File: config.mk
export PLATFORM = sky130hd
export DESIGN_NAME = pmp_csr_file
export DESIGN_NICKNAME = d
export VERILOG_FILES = /design/src/hdl/pmp_access_pkg.sv /design/src/hdl/pmp_csr_pkg.sv /design/src/hdl/pmp_csr_file.sv
export SDC_FILE = /design/constraint.sdc
export NUM_CORES = 1
export LEC_CHECK = 0
export BUFFER_PORTS_ARGS = -buffer_cell sky130_fd_sc_hd__buf_2
export CAP_MARGIN = 20
export CORE_MARGIN = 1.5
export CORE_UTILIZATION = 25
export CTS_CLUSTER_SIZE = 30
export DETAILED_ROUTE_END_ITERATION = 10
export GPL_TIMING_DRIVEN = 1
export PLACE_DENSITY = 0.55
export SYNTH_ARGS = -nofsm -noshare
export SYNTH_HDL_FRONTEND = slang
export SYNTH_SLANG_ARGS = --single-unit
export TNS_END_PERCENT = 50
File: constraint.sdc
create_clock -name clk -period 4.08 [get_ports clk]
set_input_delay 0.408 -clock clk [delete_from_list [all_inputs] [get_ports clk]]
set_output_delay 0.408 -clock clk [all_outputs]
set_load 0.03 [all_outputs]
File: src/hdl/pmp_access_pkg.sv
`default_nettype none

// Access side types shared by the checker, the access port and the top
package pmp_access_pkg;

  // Physical address width, byte granular
  localparam int PMP_ADDR_W = 34;

  // Privilege of the requester
  // S mode is not modelled and behaves like U
  typedef enum logic [1:0] {
    PRIV_LVL_U = 2'b00,
    PRIV_LVL_M = 2'b11
  } privlvl_e;

  // Kind of access being checked
  typedef enum logic [1:0] {
    PMP_ACC_READ  = 2'b00,
    PMP_ACC_WRITE = 2'b01,
    PMP_ACC_EXEC  = 2'b10
  } pmp_acc_e;

  // One check request as seen on the access port
  typedef struct packed {
    logic [PMP_ADDR_W-1:0] addr;
    pmp_acc_e              acc;
    privlvl_e              priv;
  } pmp_access_t;

endpackage

`default_nettype wire

File: src/hdl/pmp_csr_pkg.sv
`default_nettype none

// Configuration side types: entry configs, mseccfg and the write port
package pmp_csr_pkg;
  import pmp_access_pkg::*;

  // Number of implemented entries
  localparam int PMP_NUM_REGIONS = 8;
  // NAPOT granularity, 0 gives 4 byte regions
  localparam int PMP_GRANULARITY = 0;

  // Address matching mode, encoded as the A field of pmpcfg
  typedef enum logic [1:0] {
    PMP_MODE_OFF   = 2'b00,
    PMP_MODE_TOR   = 2'b01,
    PMP_MODE_NA4   = 2'b10,
    PMP_MODE_NAPOT = 2'b11
  } pmp_mode_e;

  // One pmpcfg byte, same bit layout as the architectural CSR
  typedef struct packed {
    logic      lock;
    logic [1:0] zero;
    pmp_mode_e mode;
    logic      exec;
    logic      write;
    logic      read;
  } pmp_cfg_t;

  // mseccfg low bits: RLB at bit 2, MMWP at bit 1, MML at bit 0
  typedef struct packed {
    logic rlb;
    logic mmwp;
    logic mml;
  } mseccfg_t;

  // pmpaddr holds address bits [33:2]
  typedef logic [PMP_ADDR_W-1:2] pmp_addr_t;

  // Complete protection state handed from the register file to the checker
  typedef struct packed {
    pmp_cfg_t  [PMP_NUM_REGIONS-1:0] cfg;
    pmp_addr_t [PMP_NUM_REGIONS-1:0] addr;
    mseccfg_t                        mseccfg;
  } pmp_csr_t;

  // Register selected by a configuration write
  typedef enum logic [1:0] {
    PMP_WR_CFG    = 2'b00,
    PMP_WR_ADDR   = 2'b01,
    PMP_WR_SECCFG = 2'b10
  } pmp_wr_target_e;

  // Write request, index ignored for mseccfg
  typedef struct packed {
    pmp_wr_target_e target;
    logic [2:0]     index;
    logic [31:0]    data;
  } pmp_csr_wr_t;

endpackage

`default_nettype wire

File: src/hdl/pmp_csr_file.sv
`timescale 1ns/1ps
`default_nettype none

module pmp_csr_file import pmp_csr_pkg::*, pmp_access_pkg::*; (
  input  logic        clk,
  input  logic        rst_n_i,
  // Four-phase write port
  input  logic        wr_req_i,
  input  pmp_csr_wr_t wr_i,
  output logic        wr_ack_o,
  output logic [31:0] wr_rdata_o,
  // Live protection state
  output pmp_csr_t    csr_o
);

  pmp_csr_t                   csr_q;
  pmp_csr_t                   csr_d;
  logic [31:0]                rdata_d;
  logic                       wr_en;
  logic                       rlb;
  logic                       any_lock;
  logic [PMP_NUM_REGIONS-1:0] cfg_locked;
  logic [PMP_NUM_REGIONS-1:0] addr_locked;
  pmp_cfg_t                   cfg_wdata;
  mseccfg_t                   sec_wdata;
  logic                       cfg_mml_deny;

  // Write fires once per handshake, on the edge that raises ack
  assign wr_en = wr_req_i && !wr_ack_o;
  assign rlb   = csr_q.mseccfg.rlb;

  // --------------------------------------------------
  // Lock evaluation
  // --------------------------------------------------

  always_comb begin
    any_lock = 1'b0;
    for (int i = 0; i < PMP_NUM_REGIONS; i++) begin
      any_lock       = any_lock | csr_q.cfg[i].lock;
      cfg_locked[i]  = csr_q.cfg[i].lock && !rlb;
      addr_locked[i] = cfg_locked[i];
    end
    // A locked TOR entry also freezes the address below it
    for (int i = 0; i < PMP_NUM_REGIONS - 1; i++) begin
      if (csr_q.cfg[i+1].lock && (csr_q.cfg[i+1].mode == PMP_MODE_TOR) && !rlb) begin
        addr_locked[i] = 1'b1;
      end
    end
  end

  // Reserved field of pmpcfg reads as zero
  always_comb begin
    cfg_wdata      = pmp_cfg_t'(wr_i.data[7:0]);
    cfg_wdata.zero = 2'b00;
  end

  assign sec_wdata = mseccfg_t'(wr_i.data[2:0]);

  // Under MML no new locked rule may grant M-mode execute
  // Covers L with X and RW other than 11, plus the shared L,W-only rule
  assign cfg_mml_deny = csr_q.mseccfg.mml && !rlb && cfg_wdata.lock &&
                        (cfg_wdata.exec ? !(cfg_wdata.read && cfg_wdata.write) :
                                          (cfg_wdata.write && !cfg_wdata.read));

  // --------------------------------------------------
  // Next state and read-back
  // --------------------------------------------------

  always_comb begin
    csr_d   = csr_q;
    rdata_d = 32'h0;
    case (wr_i.target)
      PMP_WR_CFG: begin
        if (!cfg_locked[wr_i.index] && !cfg_mml_deny) begin
          csr_d.cfg[wr_i.index] = cfg_wdata;
        end
        rdata_d = {24'h0, csr_d.cfg[wr_i.index]};
      end
      PMP_WR_ADDR: begin
        if (!addr_locked[wr_i.index]) begin
          csr_d.addr[wr_i.index] = wr_i.data[PMP_ADDR_W-3:0];
        end
        rdata_d = csr_d.addr[wr_i.index];
      end
      PMP_WR_SECCFG: begin
        // MML and MMWP only ever get set
        csr_d.mseccfg.mml  = csr_q.mseccfg.mml | sec_wdata.mml;
        csr_d.mseccfg.mmwp = csr_q.mseccfg.mmwp | sec_wdata.mmwp;
        // RLB freezes at zero once any entry is locked
        if (rlb || !any_lock) begin
          csr_d.mseccfg.rlb = sec_wdata.rlb;
        end
        rdata_d = {29'h0, csr_d.mseccfg};
      end
      default: begin
        rdata_d = 32'h0;
      end
    endcase
  end

  // Control state and CSR contents
  always_ff @(posedge clk or negedge rst_n_i) begin
    if (!rst_n_i) begin
      csr_q    <= '0;
      wr_ack_o <= 1'b0;
    end else begin
      if (wr_en) begin
        csr_q    <= csr_d;
        wr_ack_o <= 1'b1;
      end else if (!wr_req_i) begin
        wr_ack_o <= 1'b0;
      end
    end
  end

  // Read-back captured with the write
  always_ff @(posedge clk) begin
    if (wr_en) begin
      wr_rdata_o <= rdata_d;
    end
  end

  assign csr_o = csr_q;

  // Ack never rises without a pending request
  a_ack_needs_req: assert property (@(posedge clk) disable iff (!rst_n_i)
    (!wr_ack_o && !wr_req_i) |=> !wr_ack_o);

  // Ack stays up for as long as the master holds req
  a_ack_holds: assert property (@(posedge clk) disable iff (!rst_n_i)
    (wr_ack_o && wr_req_i) |=> wr_ack_o);

endmodule

`default_nettype wire

# Word level (Yosys, flattened, before mapping)
# Index checks and enable logic that the tools add are counted.
# op_classes
order_cmp	2
n_eq_ne	10
n_mux	30
n_bitwise	9
n_reduce_logical	42
# op_table
operator	n
$mux W256	2
$bwmux W256	1
$mux W64	2
$bmux W32 S3	1
$demux W32 S3	1
$pmux W32 S3	1
$bwmux W64	1
$mux W32	2
$logic_and A1 B1 Y1	30
$bmux W8 S3	1
$demux W8 S3	1
$eq A2 B1 Y1 const B	8
$mux W8	2
$mux W1	13
$or A1 B1 Y1	9
$logic_not A1 Y1	7
$bmux W1 S3	2
$reduce_and A2 Y1	3
$lt A3 B4 Y1 const B	1
$ge A3 B1 Y1 const B	1
$eq A2 B2 Y1 const B	1
$logic_not A2 Y1	1
$ne A2 B1 Y1 const B	1
$logic_or A1 B1 Y1	1
# totals
regBits	356
inputBits	40
out_inout_bits	356
elab_cells	154

# Logic depth before layout (Yosys ltp)
# logic_depth
ltp_word	11
depth_mapped	10
ltp_nobuf	6

# Least setup slack after synthesis
# OpenSTA, ideal clock, no wires.
# synth_timing
path_kind	register to register
startpoint	register wr_ack_o
endpoint	register csr_q, in the netlist csr_o[201]
setup_ns	0.125
arrival_time_ns	2.968
required_time_ns	3.955
setup_slack_ns	0.988
stages_incl_launch_ff	8
path_buffers	1
synth_period_minus_slack_ns	3.092
cell_sequence	dfrtp_1 > nand2b_1 > inv_1 > nand2_1 > or3_1 > nor3_4 > buf_6 > mux2_2
# synth_via
elab_chain_cells	3
# synth_rtl
item	line	text
start, declared	pmp_csr_file.sv:10	output logic wr_ack_o,
start signal, assigned	pmp_csr_file.sv:105	wr_ack_o <= 1'b0;
start signal, assigned	pmp_csr_file.sv:109	wr_ack_o <= 1'b1;
start signal, assigned	pmp_csr_file.sv:111	wr_ack_o <= 1'b0;
$logic_not A1 Y1	pmp_csr_file.sv:29	assign wr_en = wr_req_i && !wr_ack_o;
$logic_and A1 B1 Y1	pmp_csr_file.sv:29	
via wr_en	pmp_csr_file.sv:19	logic wr_en;
$reduce_and A2 Y1 (no source line)	n/a	
end signal, assigned	pmp_csr_file.sv:108	csr_q <= csr_d;
end, declared	pmp_csr_file.sv:16	pmp_csr_t csr_q;
# The timed path passes the listed nets, and every way through them passes these cells.
# A chain may end at the register's enable or synchronous reset.

# Final worst setup path
# layout_timing
startpoint	register csr_q, in the netlist csr_o[282]
endpoint	register csr_q, in the netlist csr_o[39]
# layout_via
elab_chain_cells	7
word_cells_on_any_way	9
cone_classes	mux: 6; reduce/logical: 3
# layout_rtl
item	line	text
$logic_and A1 B1 Y1 (2 in series)	pmp_csr_file.sv:45	if (csr_q.cfg[i+1].lock && (csr_q.cfg[i+1].mode == PMP_MODE_TOR) && !rlb) begin
$mux W1	pmp_csr_file.sv:45	
$bmux W1 S3 *	pmp_csr_file.sv:80	if (!addr_locked[wr_i.index]) begin
$mux W1 (implied by the code) *	pmp_csr_file.sv:80	
$mux W256 *	pmp_csr_file.sv:80	
$mux W256 *	pmp_csr_file.sv:72	case (wr_i.target)
# Mark *: on every way between the ends. The rest lies on a longest branch, timed or not. The select of a mux whose other input is x is not followed.

==> results.yml <==
die:
  die_x_um: 261.7
  num_rows: 94
  fp.dieH_um: 261.7
  start_util_pct: 25.36
  ios: 396
  core_area_um2: 65980
  die_area_um2: 68500
finish:
  area_growth_pct: 26.80
  final_nets: 1668
  drive_gt1_share_pct: 52.86
  fillerInstances: 6629
  fin_area_um2: 21220
cts:
  clock-sinks: 356
  post_cts_resized: 0
  root_buffer: "clkbuf_16"
  cts_tree: "done"
  htree_levels: 2
  clock_latency_ns: 0.58
  clock_path_buffers: 3
  clk_pin_slew_ns: 0.06
  cts_buffers: 44
grt:
  grt_pass1_vias: 13420
  antenna_found_initial: 2
  grt_max_degree: 110
  track_usage_pct: 20.13
  grt_pass1_wl_um: 99610
  overflow: 0
place:
  place_area_um2: 19760
  portBuffers: 395
  gp_congestion: 0.8557
  dp_hpwl_um: 47310
  pre_cts_ws_ns: 0.6420
yosys:
  yosysTopAreaCell: "dfrtp_1"
  seq_area_frac_synth_pct: 54.19
  synth_xor_area_share_pct: 0
  yosys.area_share.simple_pct: 6.452
  ys_types: 62
  synth_top_area_share_pct: 48.45
  synth-warning-count: 0
  netlist_area_um2: 16730
  synth_top_cells_by_area: "dfrtp_1 48%, mux2_2 21%, edfxtp_1 5.7%"
  synth-seq-cells: 356
  synthFlopType: "dfrtp_1"
  synth-edff-count: 32
  syn_area_per_cell_um2: 13.63
  synth_fp_nets: 1268
  synthAdderAreaFrac_pct: 0
  synth_compound_gate_area_share_pct: 7.364
  muxShareOfSynthArea_pct: 28.47
  postSynthCellCount: 1228
  synth_top_family_by_area: "multiplexers"
  synthArstFlopShare_pct: 91.01
timing:
  maxSlewHeadroom_pct: 32.00
  rsz0062_at_grt: "false"
  setup_tns_ns: 0
  finalSetupViolCount: 0
  slew_viol_final: 0
  finalHoldViolCount: 0
  worst-slew-pin-transition_ns: 1.020
  max_freq_mhz: 323.7
  worst_slack_ns: 0.9909
  period_needed_ns: 3.089
  clock_skew_ns: 0.02264
  finalCritPeriodShare_pct: 75.71
pwr:
  swShare_pct: 34.76
  intPower_mw: 7.155
  power_frac_comb_pct: 24.2
  p_leak_nw: 10.26
  clockPowerShare_pct: 35.7
  seqPwrFrac_pct: 40.1
  power.switching_mw: 3.812
  powerDensity_nw_per_um2: 516.8
  p_total_mw: 10.97
  peakVddDrop_mv: 0.3313
critical_path:
  worstSetupStartpointType: "flop"
  arrival_ns: 3.53
  worstPathRequired_ns: 4.53
  critPathKind: "reg -> reg"
  crit_fanout: 21
  endpoint_kind: "flop"
routing:
  drc: 20
  routed_wl_um: 70300
  vias: 12910
  wl_per_cell_um: 27.81
  final_antenna_net_count: 0
  vias_per_cell: 5.108
  dr.pass1.iters: 10
  drt_iter0_drc: 834
status:
  outcome: "finished, violations left"
  violations: "DRC"
hold_path:
  hold_class: "in -> reg"
run:
  drv_cap: 0
-- final cells by class --
| cell class | count | area, um^2 | area share [%] |
|---|---|---|---|
| multi-input cells | 770 | 7091 | 33.41 |
| well taps | 864 | 1081 | 5.094 |
| clock buffers | 63 | 1275 | 6.008 |
| repair buffers | 449 | 2509 | 11.82 |
| flip-flops and latches | 356 | 9069 | 42.74 |
| inverters | 7 | 26.28 | 0.1238 |
| clock inverters | 18 | 167.7 | 0.7901 |
| diodes | 1 | 2.502 | 0.01179 |
-- sequential cells by signal (all words and copies together), names as in the netlist --
signal	flops
wr_rdata_o	32
rlb	1
wr_ack_o	1
csr_o	322
-- per-stage QoR --
stage               util (%)  instances  hold slack [ns]
CTS                    32.16       2527           0.1385
floorplan                  -       1228           0.1124
global route           32.16       2528           0.1684
global placement       29.94       2444           0.4759
detailed placement     29.94       2444           0.4783
finish                 32.16       2528           0.1773
-- kinds of logic after synthesis --
| group | Yosys count |
|---|---|
| DFF | 356 |
| and+or+nand+nor | 190 |
| muxes | 397 |
| AOI/OAI and AO/OA | 183 |
| buffers and inverters | 102 |
-- worst max-delay path, cell delays in order (launching register included) --
cell      delay, ns
dfrtp_1        0.44
and4b_1        0.24
o21ai_0        0.33
o311ai_0       0.25
buf_4          0.21
o21a_4         0.35
nor4_4         0.36
buf_4          0.38
mux2_2         0.38
-- power groups by stage --
stage	Combinational (mW)	Sequential [mW]	Clock, mW
after floorplan	0.833	5.21	0
after global placement	2.64	4.44	0
after detailed placement	2.68	4.46	0
after CTS	2.68	4.39	4.02
after global routing	2.80	4.46	4.17
final	2.65	4.40	3.92
-- placed cells by master (no fill, tap or decap), types with 29 or more instances in the layout --
cell type,synthesis,routed
buf_2,17,391
dfrtp_1,324,324
mux2_2,308,308
nand2_1,57,56
clkbuf_16,0,46
buf_4,5,46
a21oi_1,39,39
mux2i_1,35,35
o22ai_1,32,32
edfxtp_1,32,32
mux4_2,30,30
o21ai_0,29,29
-- synthesized netlist by cell type, types with 5 or more instances --
master and n:
nand2b_1 8, a221oi_1 5, nor2b_1 13, a21oi_1 39, dfrtp_1 324, buf_1 11
a311oi_1 9, nand2_1 57, o21ai_0 29, mux4_2 30, o22ai_1 32, a2bb2oi_1 5
o211ai_1 11, a31oi_1 5, buf_6 22, a211oi_1 6, mux2i_1 35, nor4_1 5
o221ai_1 18, nor2_1 22, and2_1 11, clkbuf_1 39, nor3_1 18, edfxtp_1 32
buf_4 5, mux2_1 24, nand3_1 25, a22oi_1 6, buf_2 17, mux2_2 308
-- metal layers --
metal	global-route usage (%)	vias up	part of all wire [%]
met5	0	-	0.018
met4	7.344	2	3.5
met3	5.970	131	8.2
met2	32.78	516	48
met1	25.23	6816	41
li1	-	5447	-
-- final timing paths --
check | from | endpoint | slack [ns] | cells past startpoint
hold / removal | wr_i[15] | csr_o[210]$_DFFE_PN0P_ | 0.18 | 2
min in group asynchronous | rst_n_i | csr_o[19]$_DFFE_PN0P_ | 0.46 | 2
max in group asynchronous | rst_n_i | csr_o[156]$_DFFE_PN0P_ | 2.55 | 3
hold reg to reg | csr_o[1]$_DFFE_PN0P_ | csr_o[1]$_DFFE_PN0P_ | 0.50 | 1
setup / recovery | csr_o[282]$_DFFE_PN0P_ | csr_o[39]$_DFFE_PN0P_ | 0.99 | 8
setup reg to reg | csr_o[282]$_DFFE_PN0P_ | csr_o[39]$_DFFE_PN0P_ | 0.99 | 8
-- repair_timing --
item | in CTS | in global routing
hold buffers | 2 | 0
hold endpoints to repair | 76 | 0
setup buffers | 0 | 0
No activity file was read; power rests on OpenSTA's default activity.
