==> config.mk <==
export PLATFORM = sky130hd
export DESIGN_NAME = pmp_access_port
export DESIGN_NICKNAME = d
export VERILOG_FILES = /design/src/hdl/pmp_access_pkg.sv /design/src/hdl/pmp_access_port.sv
export SDC_FILE = /design/constraint.sdc
export NUM_CORES = 1
export LEC_CHECK = 0
export ABC_AREA = 1
export BUFFER_PORTS_ARGS = -buffer_cell sky130_fd_sc_hd__buf_2
export CORE_ASPECT_RATIO = 1.75
export CORE_MARGIN = 10
export CORE_UTILIZATION = 40
export CTS_CLUSTER_DIAMETER = 150
export DETAILED_ROUTE_END_ITERATION = 8
export PLACE_DENSITY = 0.8
export SYNTH_ARGS = -nofsm -noshare
export SYNTH_HDL_FRONTEND = slang
export SYNTH_SLANG_ARGS = --single-unit
==> constraint.sdc <==
create_clock -name clk -period 3.5 [get_ports clk]
set_clock_uncertainty 0.05 [all_clocks]
set_input_delay 0.35 -clock clk [delete_from_list [all_inputs] [get_ports clk]]
set_output_delay 0.35 -clock clk [all_outputs]
set_load 0.01 [all_outputs]
==> src/hdl/pmp_access_pkg.sv <==
`default_nettype none

// Access side types shared by the checker, the access port and the top
package pmp_access_pkg;

  // Physical address width, byte granular
  localparam int PMP_ADDR_W = 34;

  // Privilege of the requester
  // S mode is not modelled and behaves like U
  typedef enum logic [1:0] {
    PRIV_LVL_U = 2'b00,
    PRIV_LVL_M = 2'b11
  } privlvl_e;

  // Kind of access being checked
  typedef enum logic [1:0] {
    PMP_ACC_READ  = 2'b00,
    PMP_ACC_WRITE = 2'b01,
    PMP_ACC_EXEC  = 2'b10
  } pmp_acc_e;

  // One check request as seen on the access port
  typedef struct packed {
    logic [PMP_ADDR_W-1:0] addr;
    pmp_acc_e              acc;
    privlvl_e              priv;
  } pmp_access_t;

endpackage

`default_nettype wire

==> src/hdl/pmp_access_port.sv <==
`timescale 1ns/1ps
`default_nettype none

module pmp_access_port import pmp_access_pkg::*; (
  input  logic        clk,
  input  logic        rst_n_i,
  // Four-phase check port
  input  logic        req_i,
  input  pmp_access_t access_i,
  output logic        ack_o,
  output logic        err_o,
  // Registered request to the checker and its verdict
  output pmp_access_t check_o,
  input  logic        fault_i
);

  typedef enum logic [1:0] {
    IDLE  = 2'b00,
    CHECK = 2'b01,
    RESP  = 2'b10
  } port_state_e;

  port_state_e state_q;
  pmp_access_t check_q;
  logic        err_q;

  // --------------------------------------------------
  // Handshake FSM
  // --------------------------------------------------

  // IDLE takes the request, CHECK samples the fault, RESP waits for req low
  always_ff @(posedge clk or negedge rst_n_i) begin
    if (!rst_n_i) begin
      state_q <= IDLE;
      err_q   <= 1'b0;
    end else begin
      case (state_q)
        IDLE: begin
          if (req_i) begin
            state_q <= CHECK;
          end
        end
        CHECK: begin
          // CSR state seen here is the one this check uses
          err_q   <= fault_i;
          state_q <= RESP;
        end
        RESP: begin
          if (!req_i) begin
            state_q <= IDLE;
          end
        end
        default: begin
          state_q <= IDLE;
        end
      endcase
    end
  end

  // Request held stable for the checker during CHECK
  always_ff @(posedge clk) begin
    if (state_q == IDLE && req_i) begin
      check_q <= access_i;
    end
  end

  assign ack_o   = (state_q == RESP);
  assign err_o   = err_q;
  assign check_o = check_q;

  // Ack drops only once the master has released req
  a_ack_release: assert property (@(posedge clk) disable iff (!rst_n_i)
    $fell(ack_o) |-> $past(!req_i));

endmodule

`default_nettype wire

# Word level (Yosys, flattened, before mapping)
# Cells that the tools add are included.
# word_totals
regBits,41
inputBits,42
# classes
n_eq_ne,4
n_mux,3
n_reduce_logical,3
# op_table
cell,count
2-bit one-hot mux with 3 select lines,1
2-bit two-way mux,2
2-bit inequality test (second input constant),2
2-bit by 1-bit == test with 1-bit output (second input constant),1
2-bit == test (second input constant),1
2-bit logical NOT,1
2-bit AND reduction,1
1-bit logical AND,1

# Logic depth before layout (Yosys ltp)
# Gate-level depths: netlist of run 1.
# logic_depth
depth_word,3
depth_mapped,4
mapped_depth_nobuf,4

# Worst setup path after synthesis of run 1
# No wires, ideal clock.
# synth_timing
path_type,reg-to-reg
from,register state_q[0]
to,register check_q (netlist bit check_o[0]) (enable)
t_required_ns,3.016
period_less_slack_ns,2.617
setup_time_ns,0.434
t_arrival_ns,2.134
slack_ns,0.883
path_buffers,0
path_stages_with_launch,4
cell_sequence,dfrtp_1 > inv_1 > nand2_1 > nor2_1
# synth_via
elab_chain_len,2
# synth_rtl
element,line_no,rtl
start: declaration,pmp_access_port.sv:23,port_state_e state_q;
start signal: assignment,pmp_access_port.sv:34,state_q <= IDLE;
start signal: assignment,pmp_access_port.sv:40,state_q <= CHECK;
start signal: assignment,pmp_access_port.sv:46,state_q <= RESP;
2-bit logical NOT,pmp_access_port.sv:62,if (state_q == IDLE && req_i) begin
1-bit logical AND,pmp_access_port.sv:62,
end signal: assignment,pmp_access_port.sv:63,check_q <= access_i;
end: declaration,pmp_access_port.sv:24,pmp_access_t check_q;
# No other way between the ends.
# A chain may end at the register's enable or synchronous reset.

# Worst setup path after layout of run 1
# layout_timing
from,register state_q[0]
to,register check_q (netlist bit check_o[15]) (enable)
# Same word-level chain as after synthesis.

==> qor.txt, run 1 <==
Seq/Total Area, Yosys - 96.0%
Skew-Pair Late Insertion Delay - 280 ps
Endpoints failing hold - 0
Routed WL - 3.13 mm
Clock Pin Slew Worst Setup and Hold Paths - 70 ps
Htree depth - 2
Layout fillers - 275
Post-Syn Area - 0.00127 mm²
Grt met2 use - 20.4%
Status - finished, final reports clean
Int Pwr - 0.917 mW
CP bufs+invs - 1
Most frequent cells in the layout - buf_2 (81), edfxtp_1 (38), clkbuf_8 (6), nand2_1 (4), dfrtp_1 (3)
CTS tree - done
Min-delay worst type - in -> reg
Logic pwr share - 20.0%
Root Driver - clkbuf_8
Synth top area share - 90.1%
Core Util, Final - 59.0%
Critical path data arrival time - 1690 ps
Final ANT Viol Nets - 0
Switching share of power - 26.9%
Most used routing layer in global routing - met2
Psw - 0.338 mW
Pre-antenna DRT Iters - 3
Fin crit period - 1840 ps
Crit path kind - reg -> reg
Total Routing Usage GR - 10.3%
Grt ovf - 0
Clock buffer depth - 2
Post-Synthesis Cells - 53
Startpoint types - register
Pleak - 0.799 nW
Die Wd - 62.5 µm
Yosys reg bits - 41
Vias in the first global route - 914
Clock buffer count from CTS - 5
Die ar. - 0.00590 mm²
Relative slew slack - 34.2%
Cell row count - 27
Starting Density - 40.7%
Routed length per instance - 16.8 µm
Most common cell after layout, fill and taps aside - buf_2
Crit-path max cell delay - 760 ps
Syn. warnings - 0
Area grow syn2layout - 44.8%
Ant diodes - 0
GR Util met3 - 5.33%
Global-route wire length before repair - 4.54 mm
Gpl congestion - 0.633
Port Buf Inserts - 81
Boundary pin count - 82
Worst setup margin - 1660 ps
Cell family with most CP delay - simple AND/OR/NAND/NOR gates
Least-Margin Pin Slew - 985 ps
Max cap viols - 0
Finish-stage setup viols - 0
Vias per cell - 4.32
Reg power frac - 56.2%
Post-synth top area cell - edfxtp_1
Die Span Y - 94.4 µm
Share of layout cells above drive strength 1 - 62.9%
CP Data Required Time - 3350 ps
Synth unique cells - 8
Total Negative Setup Slacks - 0 ps
Pre-CTS setup slack - 1660 ps
Syn Area/Cell - 23.9 µm²
Slowest cell on crit path - nor2_4
PD cells - 685 mW/mm²
Largest net degree at the start of global routing - 39
Hold_ws - 188 ps
Via count - 804
Synth top area cells - edfxtp_1 (90%), dfrtp_1 (5.9%), nand2_1 (1.2%)
Unrepaired setup endpoints after global routing - no
Clock share of power - 23.7%
GR Util met1 - 7.06%
Setup crit end kind - register
DRC errors left - 0
Syn nets - 95
Highest clock rate - 0.543 GHz
Fin crit share - 52.6%
Initial antenna violation count - 0
CTS sink count - 41
Slew Limit Fails - 0
Core area - 0.00311 mm²
Number of DRC markers in iteration 0 - 18
CP max FO - 38
Post-DP HPWL - 2.56 mm
Nets - 184
Worst vdd ir - 0.000383 V
Cells along the critical path - inv_1, nand2_1, nor2_4
[timing repair]
item	in CTS	in global routing
hold endpoints to repair	3	0
endpoints found under the setup margin	0	0
gates resized for setup	0	0
setup buffers	0	0
hold buffers	1	0
[metrics by stage]
step                std cells  area (µm²)  power (mW)
CTS                       186        1830        1.28
detailed placement        177        1730       0.975
finish                    186        1830        1.25
floorplan                  53        1270       0.830
global route              186        1830        1.32
global placement          177        1730       0.953
[registers in the layout, summed over array words and instances (netlist names)]
register  count
state_q       2
check_o      38
err_o         1
[metal layers]
layer  share of wire, %  routed length (µm)  up-vias
met5                  0                   0        -
met4                2.6                  80        0
li1                   -                   -      376
met2                 61                1920       41
met3                8.5                 265        8
met1                 28                 870      379
[power by group through the flow]
stage                     clock [mW]  combinational [mW]  sequential [mW]
after detailed placement           0               0.258            0.717
final                          0.298               0.251            0.706
after global placement             0               0.246            0.707
after CTS                      0.309               0.260            0.706
after floorplan                    0              0.0673            0.763
after global routing           0.327               0.276            0.715
[final timing paths]
| path | startpoint | to | slack [ps] | cells after the start |
|---|---|---|---|---|
| worst min-delay path | access_i[5] | check_o[5] | 190 | 1 |
| worst max register to register | state_q[0] | check_o[15] | 1660 | 3 |
| min in group asynchronous | rst_n_i | state_q[0] | 340 | 2 |
| worst max-delay path | state_q[0] | check_o[15] | 1660 | 3 |
| max in group asynchronous | rst_n_i | state_q[1] | 2950 | 2 |
| worst min register to register | err_o | err_o | 460 | 2 |
[Yosys cell counts (all sizes together)]
cell type,instances
nand3,2
inv,2
dfrtp,3
edfxtp,38
nor2,3
nand2,5
[kinds of logic (layout without fill, tap and decap cells)]
family        Yosys count  count (layout)  share of synthesized area (%)
buf+inv                 2              92                          0.592
flops                  41              41                           96.0
simple gates           10              10                           3.36
[final cells by class]
| class | count | area, µm² | area share [%] |
|---|---|---|---|
| sequential | 41 | 1220 | 66.3 |
| timing repair buffer | 82 | 415 | 22.7 |
| clock buffer | 8 | 90.1 | 4.91 |
| tap | 43 | 53.8 | 2.94 |
| multi-input combinational | 10 | 50.0 | 2.73 |
| inverter | 2 | 7.51 | 0.410 |
[worst reg2reg max path: cells and delay by family, from the launching register on]
kind                   cells  cell delay, ps
DFF                        1             430
buffers and inverters      1             100
and+or+nand+nor            2             870
No activity file was read; power rests on OpenSTA's default activity.
==> inputs of run 2 (changes only) <==
Settings changed: CORE_UTILIZATION 40 to 36, PLACE_DENSITY 0.8 to 0.77.
Clock period 3.5 ns to 1.65 ns, I/O delays scaled along.
==> run 2 against run 1 <==
  * Clock power rose to 3.1 times the previous value
  * Highest routed layer unchanged
  * Hold slack got worse by 180 ps
  * Core utilization rose by 5.7 points
  * Total power rose by 140%
  * Cell area rose by 20%
==> qor.txt, run 2 (synthesized netlist as in run 1, its figures left out) <==
Clock buffer depth - 2 (unchanged)
PD cells - 1400 mW/mm² (+100%)
Hold_ws - 10.8 ps (-177 ps)
Relative slew slack - 84.1% (+50 points)
Least-Margin Pin Slew - 239 ps (-746 ps)
Ant diodes - 0 (unchanged)
Total Negative Setup Slacks - 0 ps (unchanged)
Metal-1 WL - 1.12 mm (+29%)
Area grow syn2layout - 73.5%
Share of layout cells above drive strength 1 - 54.0% (-8.9 points)
Highest clock rate - 0.730 GHz (+34%)
Setup crit end kind - register
Met2 wire len - 1.97 mm (+2.6%)
Slowest cell on crit path - dfrtp_1
Gpl congestion - 0.670 (+5.9%)
Pleak - 0.957 nW (+20%)
Vias per cell - 4.20 (-2.9%)
Port Buf Inserts - 81 (unchanged)
Worst setup margin - 280 ps (-1380 ps)
Fin crit period - 1370 ps (-470 ps)
Global-route wire length before repair - 5.42 mm (+19%)
Reg power frac - 48.6% (-7.6 points)
Nets - 215 (+17%)
Logic pwr share - 21.3% (+1.3 points)
Final ANT Viol Nets - 0 (unchanged)
Endpoints failing hold - 0 (unchanged)
Slew Limit Fails - 0 (unchanged)
Psw - 0.784 mW (+130%)
Initial antenna violation count - 0 (unchanged)
Via count - 919 (+14%)
Crit-path max cell delay - 430 ps (-330 ps)
Clock share of power - 30.1% (+6.4 points)
Switching share of power - 25.6% (-1.4 points)
Critical path data arrival time - 1310 ps (-380 ps)
Die ar. - 0.00638 mm² (+8.1%)
Grt ovf - 0 (unchanged)
Vias in the first global route - 1066 (+17%)
CP Data Required Time - 1590 ps (-1760 ps)
Htree depth - 2 (unchanged)
Most common cell after layout, fill and taps aside - buf_2
Fin crit share - 83.0% (+30 points)
Starting Density - 37.3% (-3.5 points)
Core area - 0.00340 mm² (+9.3%)
Layout fillers - 251 (-8.7%)
Startpoint types - register
Worst vdd ir - 0.00136 V (+260%)
Clock Pin Slew Worst Setup and Hold Paths - 70 ps (about the same)
CTS sink count - 41 (unchanged)
Fin area - 0.00220 mm² (+20%)
Most frequent cells in the layout - buf_2 (81), edfxtp_1 (38), dlygate4sd3_1 (30), clkbuf_8 (5), nand2_1 (4)
Routed WL - 3.63 mm (+16%)
Int Pwr - 2.28 mW (+150%)
Routed length per instance - 16.6 µm (-1.7%)
Min-delay worst type - in -> reg
Total Routing Usage GR - 11.2% (+0.92 points)
Largest net degree at the start of global routing - 27 (-31%)
Unrepaired setup endpoints after global routing - no
Max cap viols - 0 (unchanged)
Cell row count - 28 (+3.7%)
Uppermost layer routed - met4
Post-DP HPWL - 2.58 mm (+0.54%)
Cell Area, Placed - 0.00176 mm² (+1.7%)
Skew-Pair Late Insertion Delay - 280 ps (about the same)
CP max FO - 12 (-68%)
Clock buffer count from CTS - 5 (unchanged)
Die Wd - 64.8 µm (+3.7%)
Pre-antenna DRT Iters - 4 (+1)
Status - finished, final reports clean
Pre-CTS setup slack - 321 ps (-1340 ps)
Finish-stage setup viols - 0 (unchanged)
Boundary pin count - 82 (unchanged)
Crit path kind - reg -> reg
Die Span Y - 98.5 µm (+4.3%)
Met3 WL post-DR - 454 µm (+71%)
Power, Total - 3.07 mW (+140%)
DRC errors left - 0 (unchanged)
Max FFs per register - 38 (unchanged)
Post-CTS Repair Setup Buffers - 0 (unchanged)
Cells along the critical path - inv_1, nand2_1, nor2_4, buf_4
CTS tree - done
Number of DRC markers in iteration 0 - 7 (-11)
Root Driver - clkbuf_8
==> run 2: changes by cell type in the layout (fill, tap and decap cells not counted) <==
cell and delta:
dlygate4sd3_1 +29, bufinv_16 +2, clkbuf_1 -2, buf_12 +1, buf_4 +1, clkbuf_8 -1, clkinv_2 +1
==> run 2: timing repair <==
item                                   in CTS  in global routing
gates resized for setup                     0                  0
hold buffers                               26                  4
endpoints found under the hold margin      28                  4
==> run 2: stage by stage <==
step	instances	util [%]
CTS	215	63.5
global placement	181	51.9
detailed placement	181	51.9
global route	219	64.7
finish	219	64.7
floorplan	53	-
==> run 2: power by group through the flow <==
stage | combinational [mW] | clock (mW) | sequential, mW
final | 0.654 | 0.923 | 1.49
after global routing | 0.713 | 0.980 | 1.51
after CTS | 0.655 | 0.942 | 1.48
after detailed placement | 0.606 | 0 | 1.51
after global placement | 0.576 | 0 | 1.50
after floorplan | 0.151 | 0 | 1.61
==> run 2: layer usage <==
metal	vias to the layer above	GRT usage (%)
li1	437	-
met1	415	9.18
met2	59	19.4
met3	8	7.37
met4	0	5.96
met5	-	0
==> run 2: worst max-delay path, delay by kind of cell, from the launching register on <==
kind	cells	cell delay (ps)
buffers and inverters	2	310
flip-flops	1	430
AND/OR/NAND/NOR	2	280
==> run 2: path summary, 6_finish.rpt <==
check	startpoint	to	slack, ps	cells after the start
max	state_q[0]	check_o[10]	280	4
max in group asynchronous	rst_n_i	err_o	1300	2
max reg2reg	state_q[0]	check_o[10]	280	4
min reg2reg	err_o	err_o	490	2
min in group asynchronous	rst_n_i	state_q[1]	150	2
min	access_i[27]	check_o[27]	10	1
==> run 2: area by class of cell <==
| class | instances | area (µm²) | share of cell area, % |
|---|---|---|---|
| Multi-Input combinational cell | 10 | 50.0 | 2.28 |
| Timing Repair Buffer | 113 | 733 | 33.4 |
| Sequential cell | 41 | 1220 | 55.4 |
| Tap cell | 45 | 56.3 | 2.56 |
| Clock inverter | 3 | 65.1 | 2.96 |
| Inverter | 2 | 7.51 | 0.342 |
| Clock buffer | 5 | 68.8 | 3.13 |
==> inputs of run 3 (changes only) <==
Settings changed: ABC_AREA 1 to 0, CORE_UTILIZATION 36 to 37, PLACE_DENSITY 0.77 to 0.78.
Clock period 1.65 ns to 1.25 ns, I/O delays scaled along.
==> run 3 against run 2 <==
  * The run now ends with negative setup slack left
  * Clock power down 9.3%
  * Combinational power up 83%
  * Setup slack worse by 360 ps
  * Largest cell class unchanged
  * Highest routed layer unchanged
==> qor.txt, run 3 <==
Share of layout cells above drive strength 1 - 54.6% (+0.57 points)
Slew Limit Fails - 0 (unchanged)
Logic pwr share - 30.0% (+8.7 points)
Boundary pin count - 82 (unchanged)
Levels on crit path - 3 (-1)
Crit path kind - reg -> out
Vias in the first global route - 1126 (+5.6%)
Min-delay worst type - in -> reg
Skew-Pair Late Insertion Delay - 290 ps (about the same)
Worst Hold Launch - fault_i
Global-route wire length before repair - 5.99 mm (+11%)
CTS sink count - 41 (unchanged)
Starting Density - 38.1% (+0.80 points)
Placed cells - 178 (-1.7%)
Synth Flop Type - edfxtp_1
Setup crit end kind - output port
Int Pwr - 2.97 mW (+30%)
Finish-stage setup viols - 24 (+24)
Synth top area cells - edfxtp_1 (89%), dfrtp_1 (5.9%), mux2_4 (1.2%)
EDFF count, synth - 38 (unchanged)
Yosys reg bits - 41 (unchanged)
Port Buf Inserts - 81 (unchanged)
GR Util met1 - 11.1% (+1.9 points)
DRC errors left - 0 (unchanged)
Area grow syn2layout - 85.4%
Endpoints failing hold - 0 (unchanged)
Startpoint types - register
Least-Margin Pin Slew - 201 ps (-37.7 ps)
Post-Syn Area - 0.00128 mm² (+1.1%)
Ant diodes - 0 (unchanged)
Pleak - 1.02 nW (+7.0%)
Crit-path max cell delay - 420 ps (about the same)
Grt met2 use - 22.7% (+3.4 points)
Cell mode on critical path - buf_6
Pre-antenna DRT Iters - 4 (unchanged)
Post-synth top area cell - edfxtp_1
Vias per cell - 4.23 (+0.81%)
PD cells - 1690 mW/mm² (+21%)
Syn nets - 90 (-5.3%)
GR Util met3 - 5.95% (-1.4 points)
Cell family with most CP delay - flip-flops
Total Routing Usage GR - 12.6% (+1.4 points)
Most common cell after layout, fill and taps aside - buf_2
Reg power frac - 49.1% (+0.5 points)
Final ANT Viol Nets - 0 (unchanged)
Post-Synthesis Cells - 48 (-9.4%)
Relative slew slack - 86.6% (+2.5 points)
CTS tree - done
Core area - 0.00336 mm² (-1.0%)
Worst setup path end - ack_o
CP bufs+invs - 2 (unchanged)
Die Wd - 64.5 µm (-0.57%)
Cells along the critical path - buf_6, and2b_2, buf_6
Seq/Total Area, Yosys - 95.0% (-1.0 points)
Routed length per instance - 16.5 µm (-0.14%)
Cell row count - 28 (unchanged)
Number of DRC markers in iteration 0 - 6 (-1)
Psw - 1.04 mW (+32%)
Clock buffer depth - 2 (unchanged)
Grt ovf - 0 (unchanged)
Pre-CTS setup slack - -63.3 ps (-384 ps)
Routed WL - 3.81 mm (+4.9%)
Synth unique cells - 8 (unchanged)
Unrepaired setup endpoints after global routing - yes
Gpl congestion - 0.698 (+4.1%)
Htree depth - 2 (unchanged)
Async SR Flop Fraction - 7.32% (unchanged)
Layout fillers - 229 (-8.8%)
Highest clock rate - 0.754 GHz
Syn Area/Cell - 26.7 µm² (+12%)
Most frequent cells in the layout - buf_2 (80), dlygate4sd3_1 (39), edfxtp_1 (38), clkbuf_8 (6), buf_6 (5)
Worst vdd ir - 0.00142 V (+3.7%)
Syn. warnings - 0 (unchanged)
Die ar. - 0.00630 mm² (-1.2%)
Switching share of power - 25.9% (+0.32 points)
Initial antenna violation count - 0 (unchanged)
Finished Layout Cells - 230 (+5.0%)
Fin crit share - 106%
Max FFs per register - 38 (unchanged)
FF-to-FF path depth - 3 (-1)
Critical Path Source - state_q[1]
Slowest cell on crit path - dfrtp_1
Clock buffer count from CTS - 5 (unchanged)
Post-DP HPWL - 2.66 mm (+3.1%)
Clock Pin Slew Worst Setup and Hold Paths - 70 ps (about the same)
FF-to-FF Start - state_q[0]
Root Driver - clkbuf_8
Critical path data arrival time - 1150 ps (-160 ps)
Worst setup margin - -75.9 ps (-356 ps)
Max cap viols - 0 (unchanged)
Synth top area share - 89.1% (-0.97 points)
Via count - 973 (+5.9%)
CP Data Required Time - 1080 ps (-510 ps)
Largest net degree at the start of global routing - 17 (-37%)
Nets - 226 (+5.1%)
Most used routing layer in global routing - met2
Failing checks - negative setup slack
Top post-synthesis cells by count - edfxtp_1 (38), dfrtp_1 (3), nor3b_1 (2)
Die Span Y - 97.8 µm (-0.66%)
CP max FO - 2 (-10)
Worst r2r dst - check_o[29]
Top-count cell post-synth - edfxtp_1
Reg-to-reg slack, setup - -60 ps (-340 ps)
Clock share of power - 20.9% (-9.2 points)
Fin crit period - 1330 ps
Status - complete, but fails checks
-- run 3: changes by cell type in the layout (fill, tap and decap cells not counted), sizes merged, moves of 3 or more --
cell | previous run | this run
dlygate4sd3 | 30 | 39
buf | 83 | 89
clkbuf | 5 | 9
nand2 | 5 | 1
nor2 | 3 | 0
-- run 3: worst min-delay path by stage --
stage	cells past startpoint	to
floorplan	0	err_o
global placement	1	state_q[1]
detailed placement	1	err_o
CTS	2	err_o
global route	2	err_o
finish	2	err_o
-- run 3: kinds of logic after synthesis --
| family | synth area share (%) |
|---|---|
| muxes | 1.17 |
| DFF | 95.0 |
| and+or+nand+nor | 3.81 |
-- run 3: timing repair --
| item | CTS | global route |
|---|---|---|
| endpoints found under the setup margin | 39 | 40 |
| gates cloned | 1 | 1 |
| gates resized for setup | 9 | 0 |
| hold buffers | 39 | 0 |
| pin swaps | 1 | 0 |
| hold endpoints to repair | 41 | 0 |
| setup buffers | 3 | 0 |
-- run 3: per-layer routing --
| metal | up-vias | wire length [µm] |
|---|---|---|
| li1 | 461 | - |
| met5 | - | 0 |
| met3 | 5 | 378 |
| met1 | 457 | 1210 |
| met4 | 0 | 78 |
| met2 | 50 | 2140 |
-- run 3: power by group through the flow --
stage	logic, mW	clock network (mW)	registers (mW)
after global placement	0.809	0	1.97
after global routing	1.30	0.921	1.99
after detailed placement	0.842	0	1.99
after CTS	1.16	0.866	1.97
after floorplan	0.228	0	2.15
final	1.20	0.837	1.97
-- run 3: stage by stage --
stage	instance area (µm²)	setup TNS, ps	hold WS [ps]	total power [mW]	util [%]
6_report	2370	-1310	18.0	4.01	70.6
5_1_grt	2370	-2860	17.8	4.21	70.6
4_1_cts	2350	-1480	8.08	3.99	69.8
3_5_place_dp	1780	-1510	-129	2.83	53.1
3_3_place_gp	1780	-305	-130	2.78	53.1
2_1_floorplan	1290	-26180	-221	2.38	-
-- run 3: layout make-up --
class	instances	area [µm²]	area share [%]
Sequential cell	41	1220	51.3
Timing Repair Buffer	129	935	39.4
Clock buffer	8	90.1	3.80
Multi-Input combinational cell	7	75.1	3.16
Tap cell	45	56.3	2.37
